`src/rcc_pkg.sv`:
```
// ------------------------------
// shared definitions for the bdcr slice
// only one register is mapped at BDCR_ADDR
// field positions follow the rcc bdcr layout
// ------------------------------
`default_nettype none

package rcc_pkg;

  // ------------------------------
  // apb bus geometry
  // ------------------------------
  parameter int ADDR_W = 12;
  parameter int DATA_W = 32;

  // byte offset of bdcr
  parameter logic [ADDR_W-1:0] BDCR_ADDR = 12'h000;

  // ------------------------------
  // bdcr field positions
  // ------------------------------
  // byte 2
  parameter int BIT_BDRST    = 16;
  // byte 1
  parameter int BIT_RTCEN    = 15;
  parameter int LSB_RTCSEL   = 8;
  // byte 0
  parameter int BIT_LSECSSD  = 6;
  parameter int BIT_LSECSSON = 5;
  parameter int LSB_LSEDRV   = 3;
  parameter int BIT_LSEBYP   = 2;
  parameter int BIT_LSERDY   = 1;
  parameter int BIT_LSEON    = 0;

  // whole register after reset
  parameter logic [DATA_W-1:0] BDCR_RST = 32'h0000_0000;

  // ------------------------------
  // rtc kernel clock source
  // ------------------------------
  // encoding matches rtcsel[1:0]
  typedef enum logic [1:0] {
    RTC_NONE = 2'b00,
    RTC_LSE  = 2'b01,
    RTC_LSI  = 2'b10,
    RTC_HSE  = 2'b11
  } rtc_src_e;

endpackage

`default_nettype wire

```
`src/rcc_apb_slave.sv`:
```
// ------------------------------
// apb4 slave for bdcr
// no wait states, pready not present
// any offset other than BDCR_ADDR gives pslverr
// ------------------------------
`timescale 1ns/10ps
`default_nettype none

module rcc_apb_slave (
  input  wire                           clk,
  input  wire                           rst,
  // apb4 request
  input  wire  [rcc_pkg::ADDR_W-1:0]    paddr,
  input  wire                           psel,
  input  wire                           penable,
  input  wire                           pwrite,
  input  wire  [rcc_pkg::DATA_W-1:0]    pwdata,
  input  wire  [rcc_pkg::DATA_W/8-1:0]  pstrb,
  // apb4 response
  output logic [rcc_pkg::DATA_W-1:0]    prdata,
  output logic                          pslverr,
  // byte write enables
  output logic                          byte2_wren,
  output logic                          byte1_wren,
  output logic                          byte0_wren,
  // next field values
  output logic                          nxt_bdrst,
  output logic                          nxt_rtcen,
  output rcc_pkg::rtc_src_e             nxt_rtcsel,
  output logic                          nxt_lsecsson,
  output logic [1:0]                    nxt_lsedrv,
  output logic                          nxt_lsebyp,
  output logic                          nxt_lseon,
  // register read-back
  input  wire  [rcc_pkg::DATA_W-1:0]    cur_bdcr
);

  logic access;
  logic addr_hit;
  logic wr_hit;
  logic rd_hit;

  // ------------------------------
  // phase and address decode
  // ------------------------------
  // access phase, always completes here
  assign access   = psel & penable;
  assign addr_hit = (paddr == rcc_pkg::BDCR_ADDR);
  assign wr_hit   = access & pwrite & addr_hit;
  assign rd_hit   = access & ~pwrite & addr_hit;

  // unmapped offset flagged in access phase only
  assign pslverr = access & ~addr_hit;

  // ------------------------------
  // write path
  // ------------------------------
  // one enable per populated byte
  assign byte2_wren = wr_hit & pstrb[2];
  assign byte1_wren = wr_hit & pstrb[1];
  assign byte0_wren = wr_hit & pstrb[0];

  // field slices of pwdata
  // lsecssd and lserdy are read-only, not forwarded
  assign nxt_bdrst    = pwdata[rcc_pkg::BIT_BDRST];
  assign nxt_rtcen    = pwdata[rcc_pkg::BIT_RTCEN];
  assign nxt_rtcsel   = rcc_pkg::rtc_src_e'(pwdata[rcc_pkg::LSB_RTCSEL +: 2]);
  assign nxt_lsecsson = pwdata[rcc_pkg::BIT_LSECSSON];
  assign nxt_lsedrv   = pwdata[rcc_pkg::LSB_LSEDRV +: 2];
  assign nxt_lsebyp   = pwdata[rcc_pkg::BIT_LSEBYP];
  assign nxt_lseon    = pwdata[rcc_pkg::BIT_LSEON];

  // ------------------------------
  // read path
  // ------------------------------
  // combinational, zero outside a mapped read
  assign prdata = rd_hit ? cur_bdcr : '0;

  // ------------------------------
  // protocol check
  // ------------------------------
  // access phase must follow a setup cycle
  a_setup_before_access: assert property (
    @(posedge clk) disable iff (rst)
    $rose(penable) |-> (psel && $past(psel))
  ) else $error("penable rose without a preceding setup cycle");

endmodule

`default_nettype wire

```
`src/rcc_lse_ctrl.sv`:
```
// ------------------------------
// lse oscillator model and rtc tick select
// ticks are one-cycle enables on clk
// after a css failure lse stays dead until lseon drops
// ------------------------------
`timescale 1ns/10ps
`default_nettype none

module rcc_lse_ctrl #(
  parameter int LSE_STARTUP = 8,
  parameter int CSS_TIMEOUT = 32,
  parameter int HSE_DIV     = 4
) (
  input  wire                   clk,
  input  wire                   rst,
  // register fields
  input  wire                   lseon,
  input  wire                   lsebyp,
  input  wire                   lsecsson,
  input  wire                   rtcen,
  input  var rcc_pkg::rtc_src_e rtcsel,
  // source ticks
  input  wire                   lse_tick,
  input  wire                   lsi_tick,
  input  wire                   hse_tick,
  // status and kernel tick
  output logic                  lserdy,
  output logic                  lsecss_fail,
  output logic                  rtc_tick
);

  localparam int START_W = $clog2(LSE_STARTUP + 1);
  localparam int MISS_W  = $clog2(CSS_TIMEOUT + 1);
  localparam int DIV_W   = $clog2(HSE_DIV + 1);

  logic [START_W-1:0] start_cnt;
  logic [START_W-1:0] start_last;
  logic               lse_failed;
  logic [MISS_W-1:0]  miss_cnt;
  logic               css_watch;
  logic               css_expire;
  logic [DIV_W-1:0]   hse_cnt;
  logic               hse_div_tick;
  logic               lse_src_tick;
  logic               sel_tick;

  // ------------------------------
  // startup counter
  // ------------------------------
  // bypass needs a single tick
  assign start_last = lsebyp ? '0 : START_W'(LSE_STARTUP - 1);

  always_ff @(posedge clk) begin
    if (rst || !lseon || css_expire) begin
      start_cnt <= '0;
      lserdy    <= 1'b0;
    end else if (lse_tick && !lserdy && !lse_failed) begin
      // ready on the last startup tick
      if (start_cnt >= start_last) begin
        lserdy <= 1'b1;
      end else begin
        start_cnt <= start_cnt + 1'b1;
      end
    end
  end

  // failed oscillator, released by lseon low
  always_ff @(posedge clk) begin
    if (rst || !lseon) begin
      lse_failed <= 1'b0;
    end else if (css_expire) begin
      lse_failed <= 1'b1;
    end
  end

  // ------------------------------
  // clock security
  // ------------------------------
  // watch only a running, monitored oscillator
  assign css_watch  = lsecsson & lserdy;
  assign css_expire = css_watch & ~lse_tick & (miss_cnt == MISS_W'(CSS_TIMEOUT - 1));

  always_ff @(posedge clk) begin
    if (rst) begin
      miss_cnt    <= '0;
      lsecss_fail <= 1'b0;
    end else begin
      lsecss_fail <= css_expire;
      if (!css_watch || lse_tick || css_expire) begin
        miss_cnt <= '0;
      end else begin
        miss_cnt <= miss_cnt + 1'b1;
      end
    end
  end

  // ------------------------------
  // rtc tick
  // ------------------------------
  // hse divider restarts when hse is not the active source
  assign hse_div_tick = hse_tick & (hse_cnt == DIV_W'(HSE_DIV - 1));

  always_ff @(posedge clk) begin
    if (rst || !rtcen || rtcsel != rcc_pkg::RTC_HSE) begin
      hse_cnt <= '0;
    end else if (hse_tick) begin
      hse_cnt <= hse_div_tick ? '0 : hse_cnt + 1'b1;
    end
  end

  // lse ticks dropped once the oscillator is declared lost
  assign lse_src_tick = lse_tick & lseon & ~lse_failed;

  always_comb begin
    case (rtcsel)
      rcc_pkg::RTC_LSE: sel_tick = lse_src_tick;
      rcc_pkg::RTC_LSI: sel_tick = lsi_tick;
      rcc_pkg::RTC_HSE: sel_tick = hse_div_tick;
      default:          sel_tick = 1'b0;
    endcase
  end

  always_ff @(posedge clk) begin
    if (rst) begin
      rtc_tick <= 1'b0;
    end else begin
      rtc_tick <= rtcen & sel_tick;
    end
  end

  // ------------------------------
  // checks
  // ------------------------------
  a_css_single_pulse: assert property (
    @(posedge clk) disable iff (rst)
    lsecss_fail |=> !lsecss_fail
  ) else $error("lsecss_fail held for more than one cycle");

endmodule

`default_nettype wire

```
`src/rcc_vsw_reg.sv`:
```
// ------------------------------
// bdcr register bank on clk
// bdrst holds all other fields at reset value
// rtcsel reopens only after lsecss_fail
// ------------------------------
`timescale 1ns/10ps
`default_nettype none

module rcc_vsw_reg (
  input  wire                         clk,
  input  wire                         rst,
  // byte write enables
  input  wire                         byte2_wren,
  input  wire                         byte1_wren,
  input  wire                         byte0_wren,
  // next field values
  input  wire                         nxt_bdrst,
  input  wire                         nxt_rtcen,
  input  var rcc_pkg::rtc_src_e       nxt_rtcsel,
  input  wire                         nxt_lsecsson,
  input  wire  [1:0]                  nxt_lsedrv,
  input  wire                         nxt_lsebyp,
  input  wire                         nxt_lseon,
  // status from oscillator control
  input  wire                         lsecss_fail,
  input  wire                         lserdy,
  // field outputs
  output logic                        bdrst,
  output logic                        rtcen,
  output rcc_pkg::rtc_src_e           rtcsel,
  output logic                        lsecssd,
  output logic                        lsecsson,
  output logic [1:0]                  lsedrv,
  output logic                        lsebyp,
  output logic                        lseon,
  // read-back word
  output logic [rcc_pkg::DATA_W-1:0]  cur_bdcr
);

  localparam logic [rcc_pkg::DATA_W-1:0] RV = rcc_pkg::BDCR_RST;

  logic              bd_clr;
  logic              rtcsel_reopen;
  logic              rtcsel_wr;
  rcc_pkg::rtc_src_e rtcsel_q;
  logic              css_seen;

  // domain clear, also in the cycle bdrst is written
  // so every field drops together with the write
  assign bd_clr = bdrst | (byte2_wren & nxt_bdrst);

  // ------------------------------
  // byte 2
  // ------------------------------
  // bdrst, plain rw
  always_ff @(posedge clk) begin
    if (rst) begin
      bdrst <= RV[rcc_pkg::BIT_BDRST];
    end else if (byte2_wren) begin
      bdrst <= nxt_bdrst;
    end
  end

  // ------------------------------
  // byte 1
  // ------------------------------
  // rtcen
  always_ff @(posedge clk) begin
    if (rst || bd_clr) begin
      rtcen <= RV[rcc_pkg::BIT_RTCEN];
    end else if (byte1_wren) begin
      rtcen <= nxt_rtcen;
    end
  end

  // rtcsel takes a write while none or reopened
  assign rtcsel_wr = byte1_wren & ((rtcsel == rcc_pkg::RTC_NONE) | rtcsel_reopen);

  // reopen flag armed by a css failure
  // consumed by the next accepted write
  always_ff @(posedge clk) begin
    if (rst || bd_clr) begin
      rtcsel_reopen <= 1'b0;
    end else if (lsecss_fail) begin
      rtcsel_reopen <= 1'b1;
    end else if (rtcsel_wr) begin
      rtcsel_reopen <= 1'b0;
    end
  end

  always_ff @(posedge clk) begin
    if (rst || bd_clr) begin
      rtcsel <= rcc_pkg::RTC_NONE;
    end else if (rtcsel_wr) begin
      rtcsel <= nxt_rtcsel;
    end
  end

  // ------------------------------
  // byte 0
  // ------------------------------
  // lsecsson set-only from software
  // failure clears it and wins over a set
  always_ff @(posedge clk) begin
    if (rst || bd_clr || lsecss_fail) begin
      lsecsson <= RV[rcc_pkg::BIT_LSECSSON];
    end else if (byte0_wren && nxt_lsecsson) begin
      lsecsson <= 1'b1;
    end
  end

  // lsecssd sticky until rst or bdrst
  always_ff @(posedge clk) begin
    if (rst || bd_clr) begin
      lsecssd <= RV[rcc_pkg::BIT_LSECSSD];
    end else if (lsecss_fail) begin
      lsecssd <= 1'b1;
    end
  end

  // plain rw fields of byte 0
  always_ff @(posedge clk) begin
    if (rst || bd_clr) begin
      lsedrv <= RV[rcc_pkg::LSB_LSEDRV +: 2];
      lsebyp <= RV[rcc_pkg::BIT_LSEBYP];
      lseon  <= RV[rcc_pkg::BIT_LSEON];
    end else if (byte0_wren) begin
      lsedrv <= nxt_lsedrv;
      lsebyp <= nxt_lsebyp;
      lseon  <= nxt_lseon;
    end
  end

  // ------------------------------
  // read-back assembly
  // ------------------------------
  always_comb begin
    cur_bdcr                                = '0;
    cur_bdcr[rcc_pkg::BIT_BDRST]            = bdrst;
    cur_bdcr[rcc_pkg::BIT_RTCEN]            = rtcen;
    cur_bdcr[rcc_pkg::LSB_RTCSEL +: 2]      = rtcsel;
    cur_bdcr[rcc_pkg::BIT_LSECSSD]          = lsecssd;
    cur_bdcr[rcc_pkg::BIT_LSECSSON]         = lsecsson;
    cur_bdcr[rcc_pkg::LSB_LSEDRV +: 2]      = lsedrv;
    cur_bdcr[rcc_pkg::BIT_LSEBYP]           = lsebyp;
    // lserdy comes live from the oscillator block
    cur_bdcr[rcc_pkg::BIT_LSERDY]           = lserdy;
    cur_bdcr[rcc_pkg::BIT_LSEON]            = lseon;
  end

  // ------------------------------
  // checks
  // ------------------------------
  // previous source, and a failure seen since its last change
  always_ff @(posedge clk) begin
    if (rst) begin
      rtcsel_q <= rcc_pkg::RTC_NONE;
      css_seen <= 1'b0;
    end else begin
      rtcsel_q <= rtcsel;
      if (lsecss_fail) begin
        css_seen <= 1'b1;
      end else if (rtcsel != rtcsel_q) begin
        css_seen <= 1'b0;
      end
    end
  end

  // a running source is never swapped without a css failure in between
  a_rtcsel_locked: assert property (
    @(posedge clk) disable iff (rst)
    (rtcsel_q != rcc_pkg::RTC_NONE && rtcsel != rcc_pkg::RTC_NONE &&
     rtcsel != rtcsel_q) |-> css_seen
  ) else $error("rtcsel changed without an lsecss_fail");

endmodule

`default_nettype wire

```
`src/rcc_vsw_top.sv`:
```
// ------------------------------
// bdcr slice top, single clk domain
// tick inputs are one-cycle pulses on clk
// ------------------------------
`timescale 1ns/10ps
`default_nettype none

module rcc_vsw_top #(
  parameter int LSE_STARTUP = 8,
  parameter int CSS_TIMEOUT = 32,
  parameter int HSE_DIV     = 4
) (
  input  wire                           clk,
  input  wire                           rst,
  // apb4
  input  wire  [rcc_pkg::ADDR_W-1:0]    paddr,
  input  wire                           psel,
  input  wire                           penable,
  input  wire                           pwrite,
  input  wire  [rcc_pkg::DATA_W-1:0]    pwdata,
  input  wire  [rcc_pkg::DATA_W/8-1:0]  pstrb,
  output logic [rcc_pkg::DATA_W-1:0]    prdata,
  output logic                          pslverr,
  // source ticks
  input  wire                           lse_tick,
  input  wire                           lsi_tick,
  input  wire                           hse_tick,
  // kernel tick and css event
  output logic                          rtc_tick,
  output logic                          lsecss_fail,
  // bdcr fields
  output logic                          bdrst,
  output logic                          rtcen,
  output rcc_pkg::rtc_src_e             rtcsel,
  output logic                          lsecssd,
  output logic                          lsecsson,
  output logic [1:0]                    lsedrv,
  output logic                          lsebyp,
  output logic                          lseon,
  output logic                          lserdy
);

  logic                        byte2_wren;
  logic                        byte1_wren;
  logic                        byte0_wren;
  logic                        nxt_bdrst;
  logic                        nxt_rtcen;
  rcc_pkg::rtc_src_e           nxt_rtcsel;
  logic                        nxt_lsecsson;
  logic [1:0]                  nxt_lsedrv;
  logic                        nxt_lsebyp;
  logic                        nxt_lseon;
  logic [rcc_pkg::DATA_W-1:0]  cur_bdcr;

  // bus side
  rcc_apb_slave u_apb_slave (
    .clk          (clk),
    .rst          (rst),
    .paddr        (paddr),
    .psel         (psel),
    .penable      (penable),
    .pwrite       (pwrite),
    .pwdata       (pwdata),
    .pstrb        (pstrb),
    .prdata       (prdata),
    .pslverr      (pslverr),
    .byte2_wren   (byte2_wren),
    .byte1_wren   (byte1_wren),
    .byte0_wren   (byte0_wren),
    .nxt_bdrst    (nxt_bdrst),
    .nxt_rtcen    (nxt_rtcen),
    .nxt_rtcsel   (nxt_rtcsel),
    .nxt_lsecsson (nxt_lsecsson),
    .nxt_lsedrv   (nxt_lsedrv),
    .nxt_lsebyp   (nxt_lsebyp),
    .nxt_lseon    (nxt_lseon),
    .cur_bdcr     (cur_bdcr)
  );

  // register bank
  rcc_vsw_reg u_vsw_reg (
    .clk          (clk),
    .rst          (rst),
    .byte2_wren   (byte2_wren),
    .byte1_wren   (byte1_wren),
    .byte0_wren   (byte0_wren),
    .nxt_bdrst    (nxt_bdrst),
    .nxt_rtcen    (nxt_rtcen),
    .nxt_rtcsel   (nxt_rtcsel),
    .nxt_lsecsson (nxt_lsecsson),
    .nxt_lsedrv   (nxt_lsedrv),
    .nxt_lsebyp   (nxt_lsebyp),
    .nxt_lseon    (nxt_lseon),
    .lsecss_fail  (lsecss_fail),
    .lserdy       (lserdy),
    .bdrst        (bdrst),
    .rtcen        (rtcen),
    .rtcsel       (rtcsel),
    .lsecssd      (lsecssd),
    .lsecsson     (lsecsson),
    .lsedrv       (lsedrv),
    .lsebyp       (lsebyp),
    .lseon        (lseon),
    .cur_bdcr     (cur_bdcr)
  );

  // oscillator and rtc source
  rcc_lse_ctrl #(
    .LSE_STARTUP  (LSE_STARTUP),
    .CSS_TIMEOUT  (CSS_TIMEOUT),
    .HSE_DIV      (HSE_DIV)
  ) u_lse_ctrl (
    .clk          (clk),
    .rst          (rst),
    .lseon        (lseon),
    .lsebyp       (lsebyp),
    .lsecsson     (lsecsson),
    .rtcen        (rtcen),
    .rtcsel       (rtcsel),
    .lse_tick     (lse_tick),
    .lsi_tick     (lsi_tick),
    .hse_tick     (hse_tick),
    .lserdy       (lserdy),
    .lsecss_fail  (lsecss_fail),
    .rtc_tick     (rtc_tick)
  );

endmodule

`default_nettype wire

```
`config.mk`:
```
export PLATFORM = sky130hd
export DESIGN_NAME = rcc_vsw_top
export DESIGN_NICKNAME = d
export VERILOG_FILES = /design/src/rcc_pkg.sv /design/src/rcc_apb_slave.sv /design/src/rcc_lse_ctrl.sv /design/src/rcc_vsw_reg.sv /design/src/rcc_vsw_top.sv
export SDC_FILE = /design/constraint.sdc
export NUM_CORES = 1
export LEC_CHECK = 0
export ABC_AREA = 1
export BUFFER_PORTS_ARGS = -buffer_cell sky130_fd_sc_hd__buf_2
export CAP_MARGIN = 25
export CELL_PAD_IN_SITES_DETAIL_PLACEMENT = 0
export CELL_PAD_IN_SITES_GLOBAL_PLACEMENT = 1
export CORE_UTILIZATION = 29
export CTS_CLUSTER_DIAMETER = 150
export DETAILED_ROUTE_END_ITERATION = 10
export PLACE_DENSITY_LB_ADDON = 0.1
export SYNTH_ARGS = -nofsm -noshare
export SYNTH_HDL_FRONTEND = slang
export SYNTH_SLANG_ARGS = --single-unit
```
`constraint.sdc`:
```
create_clock -name clk -period 1.75 [get_ports clk]
set_input_delay 0.35 -clock clk [delete_from_list [all_inputs] [get_ports clk]]
set_output_delay 0.35 -clock clk [all_outputs]
set_load 0.02 [all_outputs]
```
==> impl_metrics.py, run 1 <==
metrics = {
    "hold_path": {
        "hp-class": "in2reg",
    },
    "worst_setup_path": {
        "regToRegSetupSlack_ns": 0.20,
        "worstPathCellList": "buf_2, nor2_2, nand2_2, nor2_8, nand3_1, buf_4, nor2_1, buf_2",
        "end_kind": "primary output",
        "crit_family": "simple AND/OR/NAND/NOR gates",
        "cp_max_fo": 11,
        "worst_ep_required_time_ns": 1.40,
        "crit_path_frequent_cell": "buf_2",
        "worst_ep_arrival_time_ns": 1.28,
        "critPathKind": "in2out",
        "crit_path_top_delay_cell": "buf_4",
        "critPathLaunchType": "input port",
        "critPathMaxStageDelay_ns": 0.18,
        "cp_num_buf_inv": 3,
    },
    "finish": {
        "final_cells": 360,
        "num-fill-cells": 637,
        "final_nets": 351,
        "drive_gt1_frac": 0.302,
        "insertedDiodeCount": 0,
        "syn_to_final_growth_pct": 21.9,
    },
    "timing": {
        "rsz0062_at_grt": "no",
        "period_share": 0.932,
        "post-route-min-period_ns": 1.63,
        "fin_setup_tns_ns": 0,
        "hold-worst-slack_ns": 0.310,
        "setup_viol": 0,
        "hold_violations": 0,
        "max_clock_freq_mhz": 613,
        "report.final.slew_viol_count": 0,
        "fin_skew_ns": 0.00411,
    },
    "yosys": {
        "syn_area_per_cell_um2": 7.44,
        "syn_inst": 226,
        "synth_seq_cells": 28,
        "synth_cell_types": 31,
        "yosysSeqAreaShare": 0.333,
        "yosys.area.top_type": "dfxtp_1",
        "yosysWarnings": 0,
        "synth.area.top_cells": "dfxtp_1 (33%), buf_4 (9.4%), nor2_1 (8.7%)",
        "yosysTopAreaCellShare": 0.333,
        "synth_area_mm2": 0.00168,
    },
    "cts": {
        "root_buffer": "clkbuf_8",
        "cts_num_sinks": 28,
        "clkTransAtPathRegs_ns": 0.09,
        "clockBufferDepth": 2,
        "clk_latency_ns": 0.27,
        "numCtsBuffers": 3,
        "cts_resized": 0,
        "cts.htree.levels": 1,
        "cts_hold_buf": 0,
        "cts_tree": "yes",
        "post_cts_buffers": 0,
    },
    "power": {
        "clkPwrFrac": 0.342,
        "p_leak_nw": 0.997,
        "combinationalPowerShare": 0.107,
        "p_per_area_mw_per_mm2": 563,
        "ir_drop_mv": 0.272,
        "power.internal_mw": 0.876,
        "p_sw_mw": 0.278,
        "seq_power_share": 0.551,
        "p_sw_frac": 0.241,
        "total_power_mw": 1.15,
    },
    "drt": {
        "routed_wl_mm": 3.40,
        "wire_per_inst_um": 9.43,
        "drt_drc_violations_left": 0,
        "num_vias": 1451,
        "drtAntennaViolNets": 0,
        "drt_iter0_drc": 32,
        "vias_per_cell": 4.03,
        "first_pass_iters": 4,
    },
    "die": {
        "core_area_mm2": 0.00554,
        "rows": 27,
        "die_h_um": 78.2,
        "start_util": 0.304,
        "die_x_um": 78.2,
        "io_pins": 102,
        "dieArea_mm2": 0.00611,
    },
    "job": {
        "maxCapViolations": 0,
    },
    "outcome": {
        "outcome": "complete, no violations",
    },
    "placement": {
        "dp_hpwl_mm": 2.81,
        "dp_cells": 356,
        "gp_congestion": 0.790,
        "io_buffers": 56,
    },
    "grt": {
        "antenna_found_initial": 0,
        "grt_pass1_vias": 1358,
        "grt_use_total": 0.117,
        "grt_pass1_wl_mm": 5.77,
        "overflow": 0,
        "grt_max_degree": 16,
    },
}
[layout make-up]
class	count	area, um^2	share of cell area
multi-input combinational	156	875	0.427
sequential	28	561	0.274
timing repair buffer	61	318	0.155
inverter	39	151	0.0739
tap	72	90.1	0.0440
clock buffer	4	55.1	0.0269
[routing by layer]
| layer | track usage | up-vias | share of wire |
|---|---|---|---|
| met1 | 0.145 | 604 | 0.51 |
| met4 | 0.0389 | 0 | 0.0080 |
| met5 | 0 | - | 0 |
| met2 | 0.200 | 50 | 0.42 |
| li1 | - | 795 | - |
| met3 | 0.0244 | 2 | 0.063 |
[synth_stat cells (all sizes together)]
library cell,instances
nor2,52
inv,39
dfxtp,28
buf,23
nand2,21
a21oi,17
nand3,13
nand4,9
ha,6
nor3,3
a211oi,2
a31oi,2
nand3b,2
xor2,2
a21boi,1
and2,1
conb,1
nor3b,1
nor4,1
o21ai,1
xnor2,1
[sequential cells by signal, summed over array words and instances, names as in the netlist]
| register | count |
|---|---|
| u_lse_ctrl.hse_cnt | 3 |
| u_vsw_reg.rtcen | 1 |
| u_lse_ctrl.lse_failed | 1 |
| u_vsw_reg.lseon | 1 |
| u_vsw_reg.lsecsson | 1 |
| u_lse_ctrl.start_cnt | 4 |
| u_vsw_reg.rtcsel | 2 |
| u_lse_ctrl.lserdy | 1 |
| u_vsw_reg.lsedrv | 2 |
| u_vsw_reg.rtcsel_reopen | 1 |
| u_lse_ctrl.miss_cnt | 6 |
| u_vsw_reg.lsebyp | 1 |
| u_lse_ctrl.rtc_tick | 1 |
| u_lse_ctrl.lsecss_fail | 1 |
| u_vsw_reg.lsecssd | 1 |
| u_vsw_reg.bdrst | 1 |
[power by group through the flow]
stage / combinational, mW / clock, mW / sequential [mW]
final: 0.123 / 0.394 / 0.637
after global routing: 0.135 / 0.438 / 0.637
after CTS: 0.124 / 0.415 / 0.637
after detailed placement: 0.124 / 0 / 0.651
after global placement: 0.124 / 0 / 0.651
after floorplan: 0.114 / 0 / 0.651
[through the flow]
stage | util | setup slack (ns) | area [um^2]
after floorplan | - | 0.121 | 1760
after global placement | 0.359 | 0.0899 | 1990
after detailed placement | 0.359 | 0.112 | 1990
after CTS | 0.369 | 0.0994 | 2050
after global routing | 0.370 | 0.0164 | 2050
final | 0.370 | 0.120 | 2050
[cells in the final DEF (no fill, tap or decap), types with 4 or more instances in the layout]
master / Yosys / final
nand2_1: 19 / 19
inv_1: 38 / 38
buf_4: 21 / 5
nand4_1: 6 / 6
dfxtp_1: 28 / 28
a21oi_1: 16 / 16
buf_2: 1 / 56
nor2_1: 39 / 39
ha_1: 6 / 6
nand3_1: 13 / 13
nor2_2: 9 / 9
conb_1: 1 / 21
clkbuf_8: 0 / 4
[worst paths after layout]
path	startpoint	cells after the start	to
max	paddr[7]	8	prdata[15]
min	hse_tick	2	u_lse_ctrl.hse_cnt[0]
max reg2reg	u_vsw_reg.lsebyp	8	u_lse_ctrl.start_cnt[2]
min reg2reg	u_lse_ctrl.miss_cnt[0]	1	u_lse_ctrl.miss_cnt[0]
[logic make-up after synthesis]
logic type | count (synthesis) | share of synthesized area
AND/OR/NAND/NOR | 103 | 0.334
buffers and inverters | 62 | 0.193
flip-flops | 28 | 0.333
AO/OA/AOI/OAI | 23 | 0.0766
adder cells (fa/ha/maj) | 6 | 0.0446
XOR/XNOR | 3 | 0.0156
other | 1 | 0.00223
No activity file was read; power rests on OpenSTA's default activity.
==> inputs of run 2 (changes only) <==
--- a/config.mk
+++ b/config.mk
@@ -10,7 +10,7 @@
 export CAP_MARGIN = 25
 export CELL_PAD_IN_SITES_DETAIL_PLACEMENT = 0
 export CELL_PAD_IN_SITES_GLOBAL_PLACEMENT = 1
-export CORE_UTILIZATION = 29
+export CORE_UTILIZATION = 26
 export CTS_CLUSTER_DIAMETER = 150
 export DETAILED_ROUTE_END_ITERATION = 10
 export PLACE_DENSITY_LB_ADDON = 0.1
==> constraint.sdc (replaced) <==
create_clock -name clk -period 1.4 [get_ports clk]
set_input_delay 0.28 -clock clk [delete_from_list [all_inputs] [get_ports clk]]
set_output_delay 0.28 -clock clk [all_outputs]
set_load 0.02 [all_outputs]
==> run 2 against run 1 <==
Compared with the run above: the flow now finishes with violations (setup timing); sequential cell count stayed put; register-to-register slack lost 0.13 ns; critical path depth unchanged; clock skew barely moved; sequential share of layout area decreased by 4.2 points; worst setup slack got worse by 0.18 ns; critical endpoint unchanged; highest routed layer unchanged.
==> impl_metrics.py, run 2 (synthesis results as in run 1) <==
metrics = {
    "outcome": {
        "outcome": "finished, violations left",
        "violations": "setup timing",
    },
    "job": {
        "maxCapViolations": 0,
    },
    "timing": {
        "rsz0062_at_grt": "yes",
        "report.final.slew_viol_count": 0,
        "finalWorstSetupSlack_ns": -0.0639,
        "max_clock_freq_mhz": 683,
        "post-route-min-period_ns": 1.46,
        "fin_setup_tns_ns": -0.507,
        "period_share": 1.05,
        "setup_viol": 11,
        "hold_violations": 0,
        "fin_skew_ns": 0.00431,
    },
    "power": {
        "p_sw_frac": 0.251,
        "power.internal_mw": 1.11,
        "seq_power_share": 0.536,
        "p_leak_nw": 1.09,
        "combinationalPowerShare": 0.122,
        "clkPwrFrac": 0.342,
        "ir_drop_mv": 0.340,
        "p_sw_mw": 0.372,
        "p_per_area_mw_per_mm2": 606,
    },
    "worst_setup_path": {
        "cp_max_fo": 6,
        "worst_ep_required_time_ns": 1.12,
        "r2r-start": "u_vsw_reg.lsebyp",
        "critPathLaunchType": "input port",
        "cp-startpoint": "paddr[6]",
        "worstPathCellList": "buf_6, nor2_4, nand2_4, nor2_8, nand3_4, buf_12, nor2_4, buf_6",
        "worst_ep_arrival_time_ns": 1.18,
        "end_kind": "primary output",
        "crit_path_top_delay_cell": "buf_12",
        "critPathKind": "in2out",
        "critPathMaxStageDelay_ns": 0.17,
        "cp_num_buf_inv": 3,
        "crit_family": "simple AND/OR/NAND/NOR gates",
    },
    "placement": {
        "dp_hpwl_mm": 2.94,
        "dpl-instance-area_mm2": 0.00205,
        "io_buffers": 56,
        "gp_congestion": 0.783,
    },
    "grt": {
        "grt_pass1_wl_mm": 6.25,
        "grt_pass1_vias": 1390,
        "overflow": 0,
        "antenna_found_initial": 0,
        "grt_max_degree": 16,
        "grt_use_total": 0.122,
    },
    "finish": {
        "final_common_cell": "buf_2",
        "insertedDiodeCount": 0,
        "final_cell_mix": "buf_2 (40), inv_1 (35), nor2_1 (25), dfxtp_1 (25), conb_1 (21)",
        "drive_gt1_frac": 0.420,
        "syn_to_final_growth_pct": 45.4,
        "regMostFlops": "u_lse_ctrl.miss_cnt",
        "final_nets": 358,
        "top_regs": "u_lse_ctrl.miss_cnt x6, u_lse_ctrl.start_cnt x4, u_lse_ctrl.hse_cnt x3",
        "final_area_mm2": 0.00244,
        "final_util": 0.401,
        "largest_reg_flops": 6,
    },
    "drt": {
        "wire_per_inst_um": 10.2,
        "drtAntennaViolNets": 0,
        "first_pass_iters": 4,
        "vias_per_cell": 4.16,
        "num_vias": 1541,
        "drt_drc_violations_left": 0,
        "drt_iter0_drc": 28,
        "routed_wl_mm": 3.79,
    },
    "cts": {
        "cts_tree": "yes",
        "cts.htree.levels": 1,
        "clk_latency_ns": 0.28,
        "root_buffer": "clkbuf_8",
        "numCtsBuffers": 3,
        "post_cts_buffers": 0,
        "cts_num_sinks": 28,
        "clockBufferDepth": 2,
        "clkTransAtPathRegs_ns": 0.09,
        "cts_hold_buf": 0,
    },
    "die": {
        "rows": 28,
        "die_x_um": 82.4,
        "start_util": 0.276,
        "dieArea_mm2": 0.00679,
        "die_h_um": 82.4,
        "core_area_mm2": 0.00610,
        "io_pins": 102,
    },
    "hold_path": {
        "hold_start": "hse_tick",
        "hp-class": "in2reg",
    },
}
==> run 2: cell count changes in the layout (fill, tap and decap cells not counted), sizes merged <==
cell,delta
buf,+7
==> run 2: layout make-up <==
class | count | area [um^2]
clock buffers | 4 | 55.1
repair buffers | 68 | 495
well taps | 75 | 93.8
multi-input cells | 156 | 1080
flip-flops and latches | 28 | 567
fillers | 660 | 3650
inverters | 39 | 156
==> run 2: power by group through the flow <==
stage | combinational [mW] | clock [mW] | sequential (mW)
floorplan | 0.143 | 0 | 0.812
global placement | 0.158 | 0 | 0.812
detailed placement | 0.158 | 0 | 0.812
CTS | 0.170 | 0.531 | 0.794
global route | 0.198 | 0.569 | 0.794
finish | 0.180 | 0.507 | 0.794
==> run 2: through the flow <==
stage               std cells  hold slack [ns]  total power, mW  worst slack [ns]
floorplan                 246            0.352            0.955           -0.0840
global placement          365            0.459            0.970            -0.139
detailed placement        365            0.465            0.971            -0.126
CTS                       370            0.230             1.50           -0.0631
global route              370            0.229             1.56            -0.134
finish                    370            0.236             1.48           -0.0639
==> run 2: per-layer routing <==
| layer | up-vias | global-route usage | wire length (um) |
|---|---|---|---|
| li1 | 814 | - | - |
| met1 | 670 | 0.158 | 1900 |
| met2 | 52 | 0.204 | 1650 |
| met3 | 5 | 0.0198 | 189 |
| met4 | 0 | 0.0421 | 58 |
| met5 | - | 0 | 0 |
==> run 2: worst reg2reg max path, cell delays in order (launching register included) <==
cell      delay, ns
dfxtp_4        0.40
inv_4          0.05
ha_4           0.21
inv_4          0.05
a21boi_4       0.05
o21ai_4        0.22
nand3_2        0.11
nand2_1        0.08
a21oi_1        0.05
==> run 2: final timing paths <==
kind / endpoint / slack [ns] / cells past startpoint
setup / recovery: prdata[15] / -0.06 / 8
hold / removal: u_lse_ctrl.hse_cnt[0] / 0.24 / 2
setup reg to reg: u_lse_ctrl.start_cnt[1] / 0.07 / 8
hold reg to reg: u_lse_ctrl.hse_cnt[2] / 0.48 / 2
==> run 2: what timing repair did <==
item | 4_1_cts | 5_1_grt
gates cloned | 1 | 0
resized for setup | 45 | 38
endpoints found under the setup margin | 16 | 20
pin swaps | 13 | 21
